`config.mk`:
```
export PLATFORM = sky130hd
export DESIGN_NAME = agu_top
export DESIGN_NICKNAME = d
export VERILOG_FILES = /design/src/design/agu_pkg.sv /design/src/design/agu_bank_map.sv /design/src/design/agu_req_stage.sv /design/src/design/agu_resp_stage.sv /design/src/design/agu_top.sv
export SDC_FILE = /design/constraint.sdc
export NUM_CORES = 1
export LEC_CHECK = 0
export BUFFER_PORTS_ARGS = -buffer_cell sky130_fd_sc_hd__buf_2
export CORE_UTILIZATION = 51
export CTS_CLUSTER_DIAMETER = 50
export DETAILED_ROUTE_END_ITERATION = 6
export HOLD_SLACK_MARGIN = 0.06
export PLACE_DENSITY = 0.81
export SETUP_SLACK_MARGIN = 0.3
export SLEW_MARGIN = 0
export SYNTH_ARGS = -nofsm -noshare
export SYNTH_HDL_FRONTEND = slang
export SYNTH_SLANG_ARGS = --single-unit
```
`constraint.sdc`:
```
create_clock -name clk -period 5.3 [get_ports clk]
set_input_delay 0.795 -clock clk [delete_from_list [all_inputs] [get_ports clk]]
set_output_delay 0.795 -clock clk [all_outputs]
set_load 0.02 [all_outputs]
```
`src/design/agu_pkg.sv`:
```
// shared widths for one load/store port; bank geometry is fixed at 32 banks of 4 bytes
`default_nettype none

package agu_pkg;

  localparam int bank_count       = 32;
  localparam int bank_bytes       = 4;
  localparam int thread_count     = 2;
  localparam int page_offset_bits = 13;

  // address geometry
  localparam int vaddr_bits  = 44;
  localparam int tlb_id_bits = 21;

  typedef logic [vaddr_bits-1:0]                              vaddr_t;
  typedef logic [vaddr_bits-1:0]                              paddr_t;
  typedef logic [vaddr_bits-page_offset_bits-1:0]             ppage_t;
  typedef logic [tlb_id_bits+vaddr_bits-page_offset_bits-1:0] tlb_addr_t;
  typedef logic [23:0]                                        page_id_t;

  // bit 0 store, bits 3:1 size code, upper bits spare
  typedef logic [7:0] op_t;

  typedef logic [bank_count-1:0]         bank_mask_t;
  typedef logic [$clog2(bank_count)-1:0] bank_idx_t;
  typedef logic [8:0]                    reg_no_t;
  typedef logic [8:0]                    lsq_tag_t;

  // size code and decoded byte count
  typedef logic [2:0] size_code_t;
  typedef logic [4:0] byte_count_t;

  typedef enum logic [1:0] {
    fault_none,
    fault_bus_error,
    fault_tlb_miss,
    fault_priv
  } fault_t;

  // codes 5..7 fall back to 8 bytes
  function automatic byte_count_t size_bytes(input size_code_t code);
    case (code)
      3'd0:    size_bytes = 5'd1;
      3'd1:    size_bytes = 5'd2;
      3'd2:    size_bytes = 5'd4;
      3'd3:    size_bytes = 5'd8;
      3'd4:    size_bytes = 5'd16;
      default: size_bytes = 5'd8;
    endcase
  endfunction

endpackage

`default_nettype wire

```
`src/design/agu_bank_map.sv`:
```
// combinational on stage 1; the run of banks wraps modulo 32 and split marks the wrap
`default_nettype none

module agu_bank_map (
  input  logic                 req_valid,
  input  agu_pkg::op_t         req_op,
  input  agu_pkg::vaddr_t      req_addr,
  input  agu_pkg::bank_mask_t  other0_banks,
  input  agu_pkg::bank_mask_t  other1_banks,
  input  agu_pkg::bank_mask_t  otherr_banks,
  input  logic                 other_flip,
  output agu_pkg::bank_mask_t  banks,
  output logic                 split,
  output logic                 bank_conflict
);

  import agu_pkg::*;

  byte_count_t byte_count;
  logic [4:0]  span_bytes;
  logic [2:0]  bank_run;
  bank_idx_t   first_bank;
  bank_mask_t  run_base;
  logic [2*bank_count-1:0] run_wide;
  bank_mask_t  all_banks;
  bank_mask_t  other_sel;
  bank_mask_t  hit_banks;

  assign byte_count = size_bytes(req_op[3:1]);
  assign first_bank = req_addr[6:2];

  // offset inside the first bank plus the access length, at most 3 + 16
  assign span_bytes = 5'(req_addr[1:0]) + byte_count;

  // whole banks touched, rounded up
  assign bank_run = 3'((span_bytes + 5'(bank_bytes - 1)) / 5'(bank_bytes));

  // contiguous run of ones starting at bank 0
  assign run_base = bank_mask_t'((32'd1 << bank_run) - 32'd1);

  // shift in a double width vector, upper half is the wrapped part
  assign run_wide = {bank_mask_t'(0), run_base} << first_bank;

  assign all_banks = run_wide[bank_count-1:0] | run_wide[2*bank_count-1:bank_count];
  assign split     = |run_wide[2*bank_count-1:bank_count];

  // two-port select: flip picks which neighbour port to compare with
  assign other_sel = other_flip ? other1_banks : other0_banks;
  assign hit_banks = all_banks & (otherr_banks | other_sel);

  assign bank_conflict = req_valid && (|hit_banks);

  // conflicting banks are dropped from the issued set
  assign banks = req_valid ? (all_banks & ~hit_banks) : '0;

  // a 16 byte access at an odd offset is the widest case, five banks
  always_comb begin
    if (req_valid) begin
      a_bank_run_size : assert final ($countones(all_banks) inside {[1:5]})
        else $error("bank run covers %0d banks", $countones(all_banks));
    end
  end

endmodule

`default_nettype wire

```
`src/design/agu_req_stage.sv`:
```
// stage 1 of the port; holds on stall, except drops the valid bit, csr writes ignore stall
`default_nettype none

module agu_req_stage (
  input  logic                clk,
  input  logic                rst,
  input  logic                stall,
  input  logic                except,
  input  logic                in_en,
  input  agu_pkg::op_t        in_op,
  input  agu_pkg::vaddr_t     in_addr,
  input  logic                in_thread,
  input  logic                in_user,
  input  logic                in_error,
  input  agu_pkg::reg_no_t    in_reg,
  input  agu_pkg::lsq_tag_t   in_tag,
  input  logic                csr_en,
  input  logic                csr_thread,
  input  agu_pkg::page_id_t   csr_data,
  output logic                req_valid,
  output agu_pkg::op_t        req_op,
  output agu_pkg::vaddr_t     req_addr,
  output logic                req_thread,
  output logic                req_user,
  output logic                req_error,
  output agu_pkg::reg_no_t    req_reg,
  output agu_pkg::lsq_tag_t   req_tag,
  output agu_pkg::tlb_addr_t  tlb_addr
);

  import agu_pkg::*;

  // one page identifier per hardware thread
  page_id_t page_id [thread_count];

  // valid bit of stage 1
  always_ff @(posedge clk) begin
    if (rst) begin
      req_valid <= 1'b0;
    end else if (except) begin
      req_valid <= 1'b0;
    end else if (!stall) begin
      req_valid <= in_en;
    end
  end

  // request payload
  always_ff @(posedge clk) begin
    if (!stall) begin
      req_op     <= in_op;
      req_addr   <= in_addr;
      req_thread <= in_thread;
      req_user   <= in_user;
      req_error  <= in_error;
      req_reg    <= in_reg;
      req_tag    <= in_tag;
    end
  end

  // csr strobe writes the selected thread's page identifier
  always_ff @(posedge clk) begin
    if (rst) begin
      for (int t = 0; t < thread_count; t++) begin
        page_id[t] <= '0;
      end
    end else if (csr_en) begin
      page_id[csr_thread] <= csr_data;
    end
  end

  // lookup key: low identifier bits above the virtual page number
  assign tlb_addr = {page_id[req_thread][tlb_id_bits-1:0],
                     req_addr[vaddr_bits-1:page_offset_bits]};

  // except must empty stage 1 even while the pipe is stalled
  a_except_kills_stage1 : assert property (
    @(posedge clk) disable iff (rst)
    except |=> !req_valid
  ) else $error("stage 1 still valid after except");

endmodule

`default_nettype wire

```
`src/design/agu_resp_stage.sv`:
```
// stage 2 of the port; the TLB answer must be valid in the same cycle as stage 1
`default_nettype none

module agu_resp_stage (
  input  logic                 clk,
  input  logic                 rst,
  input  logic                 stall,
  input  logic                 except,
  input  logic                 req_valid,
  input  agu_pkg::op_t         req_op,
  input  agu_pkg::vaddr_t      req_addr,
  input  logic                 req_thread,
  input  logic                 req_user,
  input  logic                 req_error,
  input  agu_pkg::reg_no_t     req_reg,
  input  agu_pkg::lsq_tag_t    req_tag,
  input  agu_pkg::bank_mask_t  banks,
  input  logic                 split,
  input  logic                 bank_conflict,
  input  logic                 tlb_hit,
  input  agu_pkg::ppage_t      tlb_ppage,
  input  logic                 tlb_user_ok,
  output logic                 mop_en,
  output logic                 mop_st,
  output agu_pkg::size_code_t  mop_size,
  output agu_pkg::reg_no_t     mop_reg,
  output agu_pkg::lsq_tag_t    mop_tag,
  output logic                 mop_thread,
  output agu_pkg::paddr_t      mop_addr,
  output agu_pkg::bank_mask_t  mop_banks,
  output logic                 mop_split,
  output logic                 conflict,
  output logic                 fault,
  output agu_pkg::fault_t      fault_kind
);

  import agu_pkg::*;

  fault_t fault_next;
  logic   has_fault;

  // bus error wins over miss, miss wins over privilege
  always_comb begin
    if (req_error) begin
      fault_next = fault_bus_error;
    end else if (!tlb_hit) begin
      fault_next = fault_tlb_miss;
    end else if (req_user && !tlb_user_ok) begin
      fault_next = fault_priv;
    end else begin
      fault_next = fault_none;
    end
  end

  assign has_fault = (fault_next != fault_none);

  always_ff @(posedge clk) begin
    if (rst) begin
      mop_en     <= 1'b0;
      fault      <= 1'b0;
      conflict   <= 1'b0;
      fault_kind <= fault_none;
    end else if (except) begin
      mop_en     <= 1'b0;
      fault      <= 1'b0;
      conflict   <= 1'b0;
      fault_kind <= fault_none;
    end else if (!stall) begin
      mop_en     <= req_valid && !has_fault && !bank_conflict;
      fault      <= req_valid && has_fault;
      conflict   <= req_valid && !has_fault && bank_conflict;
      fault_kind <= req_valid ? fault_next : fault_none;
    end
  end

  // operation payload, physical page above the untranslated offset
  always_ff @(posedge clk) begin
    if (!stall) begin
      mop_st     <= req_op[0];
      mop_size   <= req_op[3:1];
      mop_reg    <= req_reg;
      mop_tag    <= req_tag;
      mop_thread <= req_thread;
      mop_addr   <= {tlb_ppage, req_addr[page_offset_bits-1:0]};
      mop_banks  <= banks;
      mop_split  <= split;
    end
  end

  a_issue_or_fault : assert property (
    @(posedge clk) disable iff (rst)
    !(mop_en && fault)
  ) else $error("memory op issued together with a fault");

endmodule

`default_nettype wire

```
`src/design/agu_top.sv`:
```
// address stage of one load/store port; two edges of latency, stall is the only back-pressure
`default_nettype none

module agu_top (
  input  logic                 clk,
  input  logic                 rst,
  input  logic                 in_en,
  input  agu_pkg::op_t         in_op,
  input  agu_pkg::vaddr_t      in_addr,
  input  logic                 in_thread,
  input  logic                 in_user,
  input  agu_pkg::reg_no_t     in_reg,
  input  agu_pkg::lsq_tag_t    in_tag,
  input  logic                 in_error,
  input  logic                 stall,
  input  logic                 except,
  input  logic                 csr_en,
  input  logic                 csr_thread,
  input  agu_pkg::page_id_t    csr_data,
  input  agu_pkg::bank_mask_t  other0_banks,
  input  agu_pkg::bank_mask_t  other1_banks,
  input  agu_pkg::bank_mask_t  otherr_banks,
  input  logic                 other_flip,
  input  logic                 tlb_hit,
  input  agu_pkg::ppage_t      tlb_ppage,
  input  logic                 tlb_user_ok,
  output logic                 tlb_rd,
  output agu_pkg::tlb_addr_t   tlb_addr,
  output logic                 mop_en,
  output logic                 mop_st,
  output agu_pkg::size_code_t  mop_size,
  output agu_pkg::reg_no_t     mop_reg,
  output agu_pkg::lsq_tag_t    mop_tag,
  output logic                 mop_thread,
  output agu_pkg::paddr_t      mop_addr,
  output agu_pkg::bank_mask_t  mop_banks,
  output logic                 mop_split,
  output logic                 conflict,
  output logic                 fault,
  output agu_pkg::fault_t      fault_kind
);

  import agu_pkg::*;

  // stage 1 request
  logic       req_valid;
  op_t        req_op;
  vaddr_t     req_addr;
  logic       req_thread;
  logic       req_user;
  logic       req_error;
  reg_no_t    req_reg;
  lsq_tag_t   req_tag;

  // bank map results
  bank_mask_t banks;
  logic       split;
  logic       bank_conflict;

  // lookup runs whenever stage 1 holds a request
  assign tlb_rd = req_valid;

  agu_req_stage u_req (
    .clk        (clk),
    .rst        (rst),
    .stall      (stall),
    .except     (except),
    .in_en      (in_en),
    .in_op      (in_op),
    .in_addr    (in_addr),
    .in_thread  (in_thread),
    .in_user    (in_user),
    .in_error   (in_error),
    .in_reg     (in_reg),
    .in_tag     (in_tag),
    .csr_en     (csr_en),
    .csr_thread (csr_thread),
    .csr_data   (csr_data),
    .req_valid  (req_valid),
    .req_op     (req_op),
    .req_addr   (req_addr),
    .req_thread (req_thread),
    .req_user   (req_user),
    .req_error  (req_error),
    .req_reg    (req_reg),
    .req_tag    (req_tag),
    .tlb_addr   (tlb_addr)
  );

  agu_bank_map u_banks (
    .req_valid     (req_valid),
    .req_op        (req_op),
    .req_addr      (req_addr),
    .other0_banks  (other0_banks),
    .other1_banks  (other1_banks),
    .otherr_banks  (otherr_banks),
    .other_flip    (other_flip),
    .banks         (banks),
    .split         (split),
    .bank_conflict (bank_conflict)
  );

  agu_resp_stage u_resp (
    .clk           (clk),
    .rst           (rst),
    .stall         (stall),
    .except        (except),
    .req_valid     (req_valid),
    .req_op        (req_op),
    .req_addr      (req_addr),
    .req_thread    (req_thread),
    .req_user      (req_user),
    .req_error     (req_error),
    .req_reg       (req_reg),
    .req_tag       (req_tag),
    .banks         (banks),
    .split         (split),
    .bank_conflict (bank_conflict),
    .tlb_hit       (tlb_hit),
    .tlb_ppage     (tlb_ppage),
    .tlb_user_ok   (tlb_user_ok),
    .mop_en        (mop_en),
    .mop_st        (mop_st),
    .mop_size      (mop_size),
    .mop_reg       (mop_reg),
    .mop_tag       (mop_tag),
    .mop_thread    (mop_thread),
    .mop_addr      (mop_addr),
    .mop_banks     (mop_banks),
    .mop_split     (mop_split),
    .conflict      (conflict),
    .fault         (fault),
    .fault_kind    (fault_kind)
  );

endmodule

`default_nettype wire

```
==> results.py, run 1 <==
metrics = {
    "status": {
        "outcome": "complete, no violations",
    },
    "sta": {
        "slew_headroom": 0.337,
        "min_period_ns": 4.79,
        "finalHoldViolCount": 0,
        "max_freq_mhz": 209,
        "fin_ws_ns": 0.513,
        "worst_clock_skew_ns": 0.00812,
        "worstMarginPinSlew_ns": 0.993,
        "finalSetupViolations": 0,
        "slew_viol_final": 0,
        "fin_crit_sh": 0.903,
        "totalNegativeSetupSlack_ns": 0,
        "rsz0062_at_grt": "false",
    },
    "die": {
        "start_util": 0.522,
        "die_w_um": 151,
        "num_rows": 54,
        "die_area_um2": 22900,
        "num_io_pins": 392,
        "placeableCoreArea_um2": 21800,
        "fp.dieH_um": 151,
    },
    "synthesis": {
        "syn-num-nets": 1228,
        "synth_flop_cell": "edfxtp_1",
        "synth_largest_area_cell": "edfxtp_1",
        "synth_top_area_share": 0.557,
        "async_flop_share": 0,
        "ys_top_cells_by_area": "edfxtp_1, and2_1, a211oi_1",
        "ys_types": 97,
        "syn-cell-area_um2": 11400,
        "synth_edf_count": 211,
        "ys_seq_area_frac": 0.569,
        "synthCells": 988,
        "avgSynthCellArea_um2": 11.5,
        "ys_ff_latch": 218,
        "ys_warn_count": 0,
    },
    "power": {
        "power_mw": 4.92,
        "pwr_density_cell_nw_per_um2": 341,
        "ir_worst_vdd_v": 0.000238,
        "p_leak_nw": 5.86,
    },
    "grt": {
        "antenna_found_initial": 2,
        "grt_usage": 0.301,
        "grt_overflow": 0,
        "grt_max_degree": 106,
        "grt_pass1_wl_um": 51200,
        "grt_pass1_vias": 9048,
    },
    "job": {
        "drv_cap": 0,
    },
    "finish": {
        "largestRegisters": "u_req.req_addr (44), u_resp.mop_addr (44), u_req.page_id (42)",
        "drive_gt1_frac": 0.405,
        "final_util": 0.661,
        "fill_cells": 1674,
        "syn_to_final_growth_pct": 26.7,
        "final_nets": 1591,
    },
    "clock_network": {
        "clk_pin_slew_worst_paths_ns": 0.06,
        "clkSinkCount": 218,
        "ctsRootBufferMaster": "clkbuf_16",
        "cts_max_path_buffers": 3,
        "cts_buffers": 24,
        "clock_latency_ns": 0.51,
        "htreeDepth": 1,
        "tritoncts": "built",
        "postCtsHoldBufs": 0,
    },
    "worst_setup_path": {
        "startpoint": "u_req.req_op[3]",
        "r2r_start": "u_req.req_op[3]",
        "cp.arrival_ns": 5.17,
        "critical_path_required_ns": 5.68,
        "r2r_setup_slack_ns": 0.51,
        "end_kind": "flop",
        "path_max_fanout": 13,
        "startpoint_type": "flop",
        "path_class": "reg2reg",
    },
    "routing": {
        "remaining_drc_errors": 0,
        "drt_iter0_markers": 898,
        "drt-total-wl_um": 35900,
        "avgViaCountPerCell": 5.95,
        "wl_per_cell_um": 21.7,
        "ant_nets": 0,
        "firstDrtPassIters": 5,
        "vias": 9814,
    },
    "placement": {
        "pre_cts_ws_ns": 0.212,
        "gp_congestion": 1.00,
        "dp_hpwl_um": 26900,
        "numPortBuffers": 384,
    },
    "min_path": {
        "hp-start": "u_req.req_reg[7]",
        "hold_path_class": "reg2reg",
    },
}
[cells in the mapped netlist (all sizes together) (5+ instances only)]
cell	number
a211oi	42
edfxtp	211
a2111oi	7
nor3	32
dfxtp	7
mux2	26
and3	11
ha	5
o211ai	8
buf	55
a31oi	9
o2111a	5
a221oi	5
nor4	8
a21oi	53
a211o	8
nor2b	44
nand3	22
nor2	72
o31ai	9
or2	6
mux2i	16
a22oi	5
nand2	74
and2	51
inv	20
o32ai	7
o21ai	48
clkbuf	38
a21o	5
nor3b	7
[per-stage QoR]
step | hold WS (ns) | cell area, um2 | instances
2_1_floorplan | 0.400 | 11400 | 988
3_3_place_gp | 0.400 | 13500 | 1603
3_5_place_dp | 0.405 | 13500 | 1603
4_1_cts | 0.419 | 14300 | 1646
5_1_grt | 0.426 | 14400 | 1650
6_report | 0.418 | 14400 | 1650
[final timing paths]
kind / cells past startpoint / endpoint
hold / removal: 0 / u_resp.mop_reg[7]
setup reg to reg: 19 / u_resp.conflict
hold reg to reg: 0 / u_resp.mop_reg[7]
setup / recovery: 19 / u_resp.conflict
[final cells by class]
class                           instances  area, um2  share of cell area
Timing Repair Buffer                  430       2280               0.158
Clock inverter                         13        135             0.00937
Sequential cell                       218       6480               0.449
Inverter                               22       87.6             0.00607
Antenna cell                            2       5.00            0.000347
Clock buffer                           30        644              0.0447
Multi-Input combinational cell        655       4440               0.308
Tap cell                              280        350              0.0243
[routing by layer]
layer	global-route usage	vias up	share of wire
met1	0.385	4668	0.38
met3	0.0651	103	0.10
met5	0	-	0
met2	0.492	592	0.48
met4	0.132	0	0.041
li1	-	4451	-
[cells in the final DEF, fill, tap and decap left out, types with 29 or more instances in the layout]
cell / Yosys / routed
buf_2: 13 / 384
edfxtp_1: 211 / 211
buf_4: 32 / 44
and2_1: 50 / 49
nand2_1: 74 / 73
a21oi_1: 52 / 48
nor2b_1: 44 / 43
o21ai_0: 46 / 42
a211oi_1: 40 / 40
nor3_1: 30 / 29
nor2_1: 71 / 67
[timing repair]
item,CTS,global route
setup endpoints to repair,1,3
endpoints found under the hold margin,0,0
gates cloned,0,0
setup buffers,0,2
resized for setup,3,30
pin swaps,0,10
[cells by family after synthesis]
group                      Yosys count  synth area share
buffers and inverters              115            0.0522
and+or+nand+nor                    346             0.159
DFF                                218             0.569
muxes                               42            0.0401
adders and majority gates            7           0.00846
AOI/OAI and AO/OA                  257             0.167
xor gates and xnor gates             3           0.00462
[power breakdown]
part | total (mW) | switching [mW] | internal, mW
Sequential | 2.07 | 0.0419 | 2.02
Clock | 1.61 | 0.647 | 0.967
Combinational | 1.24 | 0.780 | 0.464
[worst max-delay path, stage by stage, from the launching register on]
cell and delay [ns]:
edfxtp_1 0.40, buf_4 0.21, nor2_2 0.12, and2_4 0.17
ha_2 0.31, and3b_1 0.19, o31a_1 0.35, nor2_2 0.19
buf_4 0.15, nor3_1 0.05, ha_2 0.36, nor2b_1 0.07
nor2_1 0.09, a311oi_1 0.08, o311ai_1 0.84, a21oi_1 0.19
o32ai_1 0.41, nand2_1 0.11, a2111oi_2 0.26, a2111oi_2 0.12
Note: power is estimated with default switching activity, not from simulation.
==> inputs of run 2 (changes only) <==
--- a/config.mk
+++ b/config.mk
@@ -5,12 +5,14 @@
 export SDC_FILE = /design/constraint.sdc
 export NUM_CORES = 1
 export LEC_CHECK = 0
+export ABC_AREA = 1
 export BUFFER_PORTS_ARGS = -buffer_cell sky130_fd_sc_hd__buf_2
-export CORE_UTILIZATION = 51
+export CORE_AREA = 2 2 152 154
 export CTS_CLUSTER_DIAMETER = 50
 export DETAILED_ROUTE_END_ITERATION = 6
+export DIE_AREA = 0 0 154 156
 export HOLD_SLACK_MARGIN = 0.06
-export PLACE_DENSITY = 0.81
+export PLACE_DENSITY = 0.76
 export SETUP_SLACK_MARGIN = 0.3
 export SLEW_MARGIN = 0
 export SYNTH_ARGS = -nofsm -noshare
==> run 2 against run 1 <==
Design area fell by 7.7%; clock power rose by 17%; maximum frequency rose by 15%; register-to-register slack improved by 0.64 ns; global-route usage fell by 5.9 points; sequential share of layout area rose by 3.8 points; die area rose by 4.8%; area after synthesis fell by 8.4%; worst hold slack got worse by 0.0025 ns; via count fell by 13%; highest routed layer unchanged.
==> results.py, run 2 <==
metrics = {
    "power": {
        "power_mw": 4.89,
        "switching_share": 0.285,
        "pwr_density_cell_nw_per_um2": 367,
        "p_int_mw": 3.49,
        "seqPwrFrac": 0.423,
        "p_clk_frac": 0.385,
        "p_leak_nw": 6.03,
        "p_comb_frac": 0.192,
        "ir_worst_vdd_v": 0.000289,
        "switchingPower_mw": 1.39,
    },
    "worst_setup_path": {
        "crit_path_cell_trace": "inv_2, nand3_2, ha_1, a21oi_2, fa_1, inv_1, nand2_1, nand2_2, inv_2, nor2_1, nand2_1, ha_1, nand2_4, nor2_8, nand2_1, nand2_1, nand2_1, inv_1, nor2_1, o22ai_1, nor3_1, nand3_1, nor2_1, nand3_1",
        "cp.arrival_ns": 4.40,
        "crit_family": "simple AND/OR/NAND/NOR gates",
        "critical_path_required_ns": 5.55,
        "cpPeakStageDelay_ns": 0.45,
        "path_class": "reg2reg",
        "end_kind": "flop",
        "cp_common_cell": "nand2_1",
        "path_buf_inv": 4,
        "path_max_fanout": 8,
        "slowest_stage": "edfxtp_1",
        "startpoint_type": "flop",
    },
    "synthesis": {
        "synth_common_cells": "nand2_1, edfxtp_1, nand3_1",
        "synth_top_area_share": 0.608,
        "avgSynthCellArea_um2": 10.2,
        "ys_ff_latch": 218,
        "syn-num-nets": 1259,
        "synth.most_common_cell": "nand2_1",
        "async_flop_share": 0,
        "synth_largest_area_cell": "edfxtp_1",
        "synth_edf_count": 211,
        "ys_types": 50,
        "ys_seq_area_frac": 0.621,
        "ys_top_cells_by_area": "edfxtp_1, nand2_1, nand3_1",
        "synthCells": 1019,
        "syn-cell-area_um2": 10400,
        "synth_flop_cell": "edfxtp_1",
        "ys_warn_count": 0,
    },
    "grt": {
        "grt_max_degree": 93,
        "grt_overflow": 0,
        "antenna_found_initial": 5,
        "grt_pass1_wl_um": 44600,
        "grt_pass1_vias": 8134,
        "grt_usage": 0.243,
    },
    "finish": {
        "layout_common_cells": "buf_2, nand2_1, edfxtp_1",
        "syn_to_final_growth_pct": 27.7,
        "drive_gt1_frac": 0.364,
        "largestRegisters": "u_req.req_addr (44), u_resp.mop_addr (44), u_req.page_id (42)",
        "final_nets": 1610,
        "layout_commonest_cell": "buf_2",
        "fin_area_um2": 13300,
    },
    "sta": {
        "max_freq_mhz": 241,
        "finalSetupViolations": 0,
        "fin_crit_sh": 0.783,
        "finalHoldViolCount": 0,
        "totalNegativeSetupSlack_ns": 0,
        "worstMarginPinSlew_ns": 1.05,
        "worst_clock_skew_ns": 0.0100,
        "slew_headroom": 0.296,
        "rsz0062_at_grt": "false",
        "min_period_ns": 4.15,
        "slew_viol_final": 0,
    },
    "placement": {
        "dp_hpwl_um": 22900,
        "gp_congestion": 0.917,
        "placed_area_um2": 12400,
        "numPortBuffers": 384,
    },
    "status": {
        "outcome": "complete, no violations",
    },
    "routing": {
        "avgViaCountPerCell": 5.11,
        "drt_iter0_markers": 812,
        "firstDrtPassIters": 6,
        "remaining_drc_errors": 0,
        "ant_nets": 0,
        "vias": 8581,
        "drt-total-wl_um": 30300,
        "wl_per_cell_um": 18.0,
    },
    "clock_network": {
        "post-cts-setup-buffer-count": 0,
        "cts_buffers": 27,
        "postCtsHoldBufs": 0,
        "clock_latency_ns": 0.54,
        "tritoncts": "built",
        "cts_max_path_buffers": 3,
        "ctsRootBufferMaster": "clkbuf_16",
        "clkSinkCount": 218,
        "clk_pin_slew_worst_paths_ns": 0.06,
        "cts_resized": 0,
        "htreeDepth": 1,
    },
    "die": {
        "die_w_um": 154,
        "placeableCoreArea_um2": 22400,
        "die_area_um2": 24000,
        "num_rows": 55,
        "fp.dieH_um": 156,
        "start_util": 0.466,
        "num_io_pins": 392,
    },
    "min_path": {
        "hold_path_class": "reg2reg",
    },
    "job": {
        "drv_cap": 0,
    },
}
[run 2: cell count changes after synthesis, moves of 11 or more]
cell      previous run  this run
nand2_1             74       229
nand3_1             21       150
and2_1              50         0
inv_1               19        65
nor2_1              71       115
nor2b_1             44         0
a211oi_1            40         1
o21ai_0             46         7
nor3_1              30         6
mux2i_1             16         0
clkbuf_1            38        23
and3_1              11         0
[run 2: routing by layer]
metal	up-vias	routed length, um	GRT usage	share of wire
met3	57	2010	0.0506	0.066
met1	4004	12000	0.301	0.40
li1	4182	-	-	-
met2	338	15500	0.425	0.51
met4	0	839	0.0814	0.028
met5	-	0	0	0
[run 2: power groups by stage]
| stage | combinational [mW] | clock, mW | sequential (mW) |
|---|---|---|---|
| after floorplan | 0.586 | 0 | 2.16 |
| after global placement | 0.919 | 0 | 2.10 |
| after detailed placement | 0.932 | 0 | 2.10 |
| after CTS | 0.937 | 1.92 | 2.07 |
| after global routing | 1.03 | 1.99 | 2.08 |
| final | 0.940 | 1.88 | 2.07 |
[run 2: logic make-up (layout without fill, tap and decap cells)]
logic type	after synthesis	count (layout)	synth area share
buffers and inverters	150	520	0.0683
other	0	5	0
and+or+nand+nor	543	543	0.233
AOI/OAI and AO/OA	81	81	0.0466
adders and majority gates	6	6	0.00792
DFF	218	218	0.621
muxes	21	21	0.0227
[run 2: final cells by class]
type	instances	area, um2
multi-input cells	651	3240
clock buffers	32	704
repair buffers	392	1980
flip-flops and latches	218	6480
inverters	80	318
fillers	1914	9060
clock inverters	16	223
well taps	285	357
diodes	5	12.5
[run 2: worst paths after layout]
| path | start | end | slack (ns) | depth (start not counted) |
|---|---|---|---|---|
| worst max-delay path | u_req.req_op[3] | u_resp.mop_split | 1.15 | 24 |
| worst min-delay path | u_req.req_tag[3] | u_resp.mop_tag[3] | 0.42 | 0 |
| worst max register to register | u_req.req_op[3] | u_resp.mop_split | 1.15 | 24 |
| worst min register to register | u_req.req_tag[3] | u_resp.mop_tag[3] | 0.42 | 0 |
[run 2: per-stage QoR]
stage | util | setup WS (ns) | instances | hold WS [ns]
after global routing | 0.595 | 0.696 | 1679 | 0.411
after global placement | 0.553 | 1.27 | 1626 | 0.401
final | 0.595 | 1.15 | 1679 | 0.415
after detailed placement | 0.553 | 1.19 | 1626 | 0.405
after CTS | 0.595 | 1.18 | 1674 | 0.408
after floorplan | - | 0.511 | 1019 | 0.400
==> inputs of run 3 (changes only) <==
==> constraint.sdc (replaced) <==
create_clock -name clk -period 4.35 [get_ports clk]
set_input_delay 0.6525 -clock clk [delete_from_list [all_inputs] [get_ports clk]]
set_output_delay 0.6525 -clock clk [all_outputs]
set_load 0.02 [all_outputs]
==> run 3 against run 2 <==
Total power rose by 16%; maximum frequency rose by 7.4%; largest power group unchanged; highest routed layer unchanged; routed wire length rose by 1.8%; critical path type unchanged.
==> results.py, run 3 (synthesized netlist as in run 2, its figures left out) <==
metrics = {
    "finish": {
        "layout_common_cells": "buf_2, nand2_1, edfxtp_1",
        "final_nets": 1621,
        "syn_to_final_growth_pct": 29.4,
        "layout_commonest_cell": "buf_2",
        "drive_gt1_frac": 0.395,
        "largestRegisters": "u_req.req_addr (44), u_resp.mop_addr (44), u_req.page_id (42)",
    },
    "die": {
        "num_rows": 55,
        "fp.dieH_um": 156,
        "die_area_um2": 24000,
        "num_io_pins": 392,
        "placeableCoreArea_um2": 22400,
        "die_w_um": 154,
        "start_util": 0.466,
    },
    "status": {
        "outcome": "complete, no violations",
    },
    "placement": {
        "dp_hpwl_um": 23000,
        "pre_cts_ws_ns": 0.237,
        "gp_congestion": 0.950,
        "numPortBuffers": 384,
    },
    "worst_setup_path": {
        "path_buf_inv": 4,
        "cp.arrival_ns": 4.08,
        "startpoint_type": "flop",
        "cpPeakStageDelay_ns": 0.46,
        "end_kind": "flop",
        "path_class": "reg2reg",
        "slowest_stage": "edfxtp_1",
        "path_max_fanout": 8,
        "crit_family": "simple AND/OR/NAND/NOR gates",
        "r2r_setup_slack_ns": 0.48,
        "critical_path_required_ns": 4.56,
        "cp_common_cell": "nand2_4",
        "crit_path_cell_trace": "inv_2, nand3_4, ha_4, a21oi_4, fa_2, inv_1, nand2_1, nand2_4, inv_4, nor2_4, nand2_2, ha_4, nand2_4, nor2_8, inv_8, nand2_4, o21a_4, and2_4, o21ai_1, nand4_1, nor3_2, nand3_1, nor2_2, nand3_1",
    },
    "clock_network": {
        "htreeDepth": 1,
        "cts_max_path_buffers": 3,
        "clkSinkCount": 218,
        "cts_buffers": 25,
        "clk_pin_slew_worst_paths_ns": 0.06,
        "tritoncts": "built",
        "ctsRootBufferMaster": "clkbuf_16",
        "clock_latency_ns": 0.50,
    },
    "routing": {
        "remaining_drc_errors": 0,
        "avgViaCountPerCell": 5.18,
        "drt_iter0_markers": 824,
        "firstDrtPassIters": 5,
        "ant_nets": 0,
        "vias": 8743,
        "drt-total-wl_um": 30900,
        "wl_per_cell_um": 18.3,
    },
    "sta": {
        "totalNegativeSetupSlack_ns": 0,
        "rsz0062_at_grt": "true",
        "fin_crit_sh": 0.889,
        "finalHoldViolCount": 0,
        "worstMarginPinSlew_ns": 1.03,
        "max_freq_mhz": 259,
        "finalSetupViolations": 0,
        "worst_clock_skew_ns": 0.0110,
        "fin_ws_ns": 0.484,
        "min_period_ns": 3.87,
        "slew_viol_final": 0,
        "slew_headroom": 0.313,
    },
    "power": {
        "pwr_density_cell_nw_per_um2": 421,
        "ir_worst_vdd_v": 0.000336,
        "p_leak_nw": 6.07,
    },
    "grt": {
        "grt_usage": 0.243,
        "grt_max_degree": 55,
        "grt_overflow": 0,
        "grt_pass1_wl_um": 44900,
        "antenna_found_initial": 6,
        "grt_pass1_vias": 8219,
    },
    "min_path": {
        "hold_path_class": "in2reg",
    },
    "job": {
        "drv_cap": 0,
    },
}
[run 3: cell types whose count changed in the layout (fill, tap and decap cells not counted), sizes merged]
| cell | change |
|---|---|
| buf | +13 |
| bufinv | -4 |
| inv | -3 |
| clkbuf | +3 |
| diode | +1 |
[run 3: routing by layer]
| layer | routed length [um] | vias to the layer above | global-route usage |
|---|---|---|---|
| li1 | - | 4189 | - |
| met4 | 1110 | 0 | 0.0966 |
| met2 | 15500 | 396 | 0.422 |
| met3 | 2200 | 72 | 0.0433 |
| met5 | 0 | - | 0 |
| met1 | 12000 | 4086 | 0.303 |
[run 3: area by class of cell]
type                    count  area [um2]
flip-flops and latches    218        6480
fillers                  1875        8880
multi-input cells         651        3450
well taps                 285         357
diodes                      6        15.0
repair buffers            405        2100
clock buffers              35         703
clock inverters             9        62.6
inverters                  80         319
[run 3: worst reg2reg max path, cell delays in order (launching register included)]
cell and delay [ns]:
edfxtp_1 0.46, inv_2 0.11, nand3_4 0.10, ha_4 0.30
a21oi_4 0.04, fa_2 0.38, inv_1 0.07, nand2_1 0.09
nand2_4 0.10, inv_4 0.06, nor2_4 0.11, nand2_2 0.09
ha_4 0.21, nand2_4 0.12, nor2_8 0.07, inv_8 0.09
nand2_4 0.07, o21a_4 0.14, and2_4 0.16, o21ai_1 0.12
nand4_1 0.10, nor3_2 0.23, nand3_1 0.12, nor2_2 0.10
nand3_1 0.13
[run 3: power by group]
part,internal [mW],switching [mW]
clock network,1.13,0.789
registers,2.46,0.0550
logic,0.420,0.811
[run 3: per-stage QoR]
stage	total power, mW	hold slack (ns)	cell area [um2]	instances	utilization
floorplan	3.34	0.400	10400	1019	-
global placement	3.68	0.400	12500	1634	0.557
detailed placement	3.71	0.405	12500	1634	0.557
CTS	5.64	0.296	13200	1678	0.591
global route	5.93	0.302	13500	1689	0.603
finish	5.67	0.321	13500	1689	0.603
[run 3: path summary, 6_finish.rpt]
kind | from | to | cells after the start
worst max register to register | u_req.req_op[3] | u_resp.mop_split | 24
worst max-delay path | u_req.req_op[3] | u_resp.mop_split | 24
worst min register to register | u_req.req_tag[7] | u_resp.mop_tag[7] | 0
worst min-delay path | tlb_ppage[14] | u_resp.mop_addr[27] | 1
[run 3: what timing repair did]
item / CTS / global route
pin swaps: 0 / 13
resized for setup: 1 / 47
gates cloned: 0 / 0
buffers inserted: 0 / 5
setup endpoints to repair: 3 / 3
hold buffers: 0 / 0
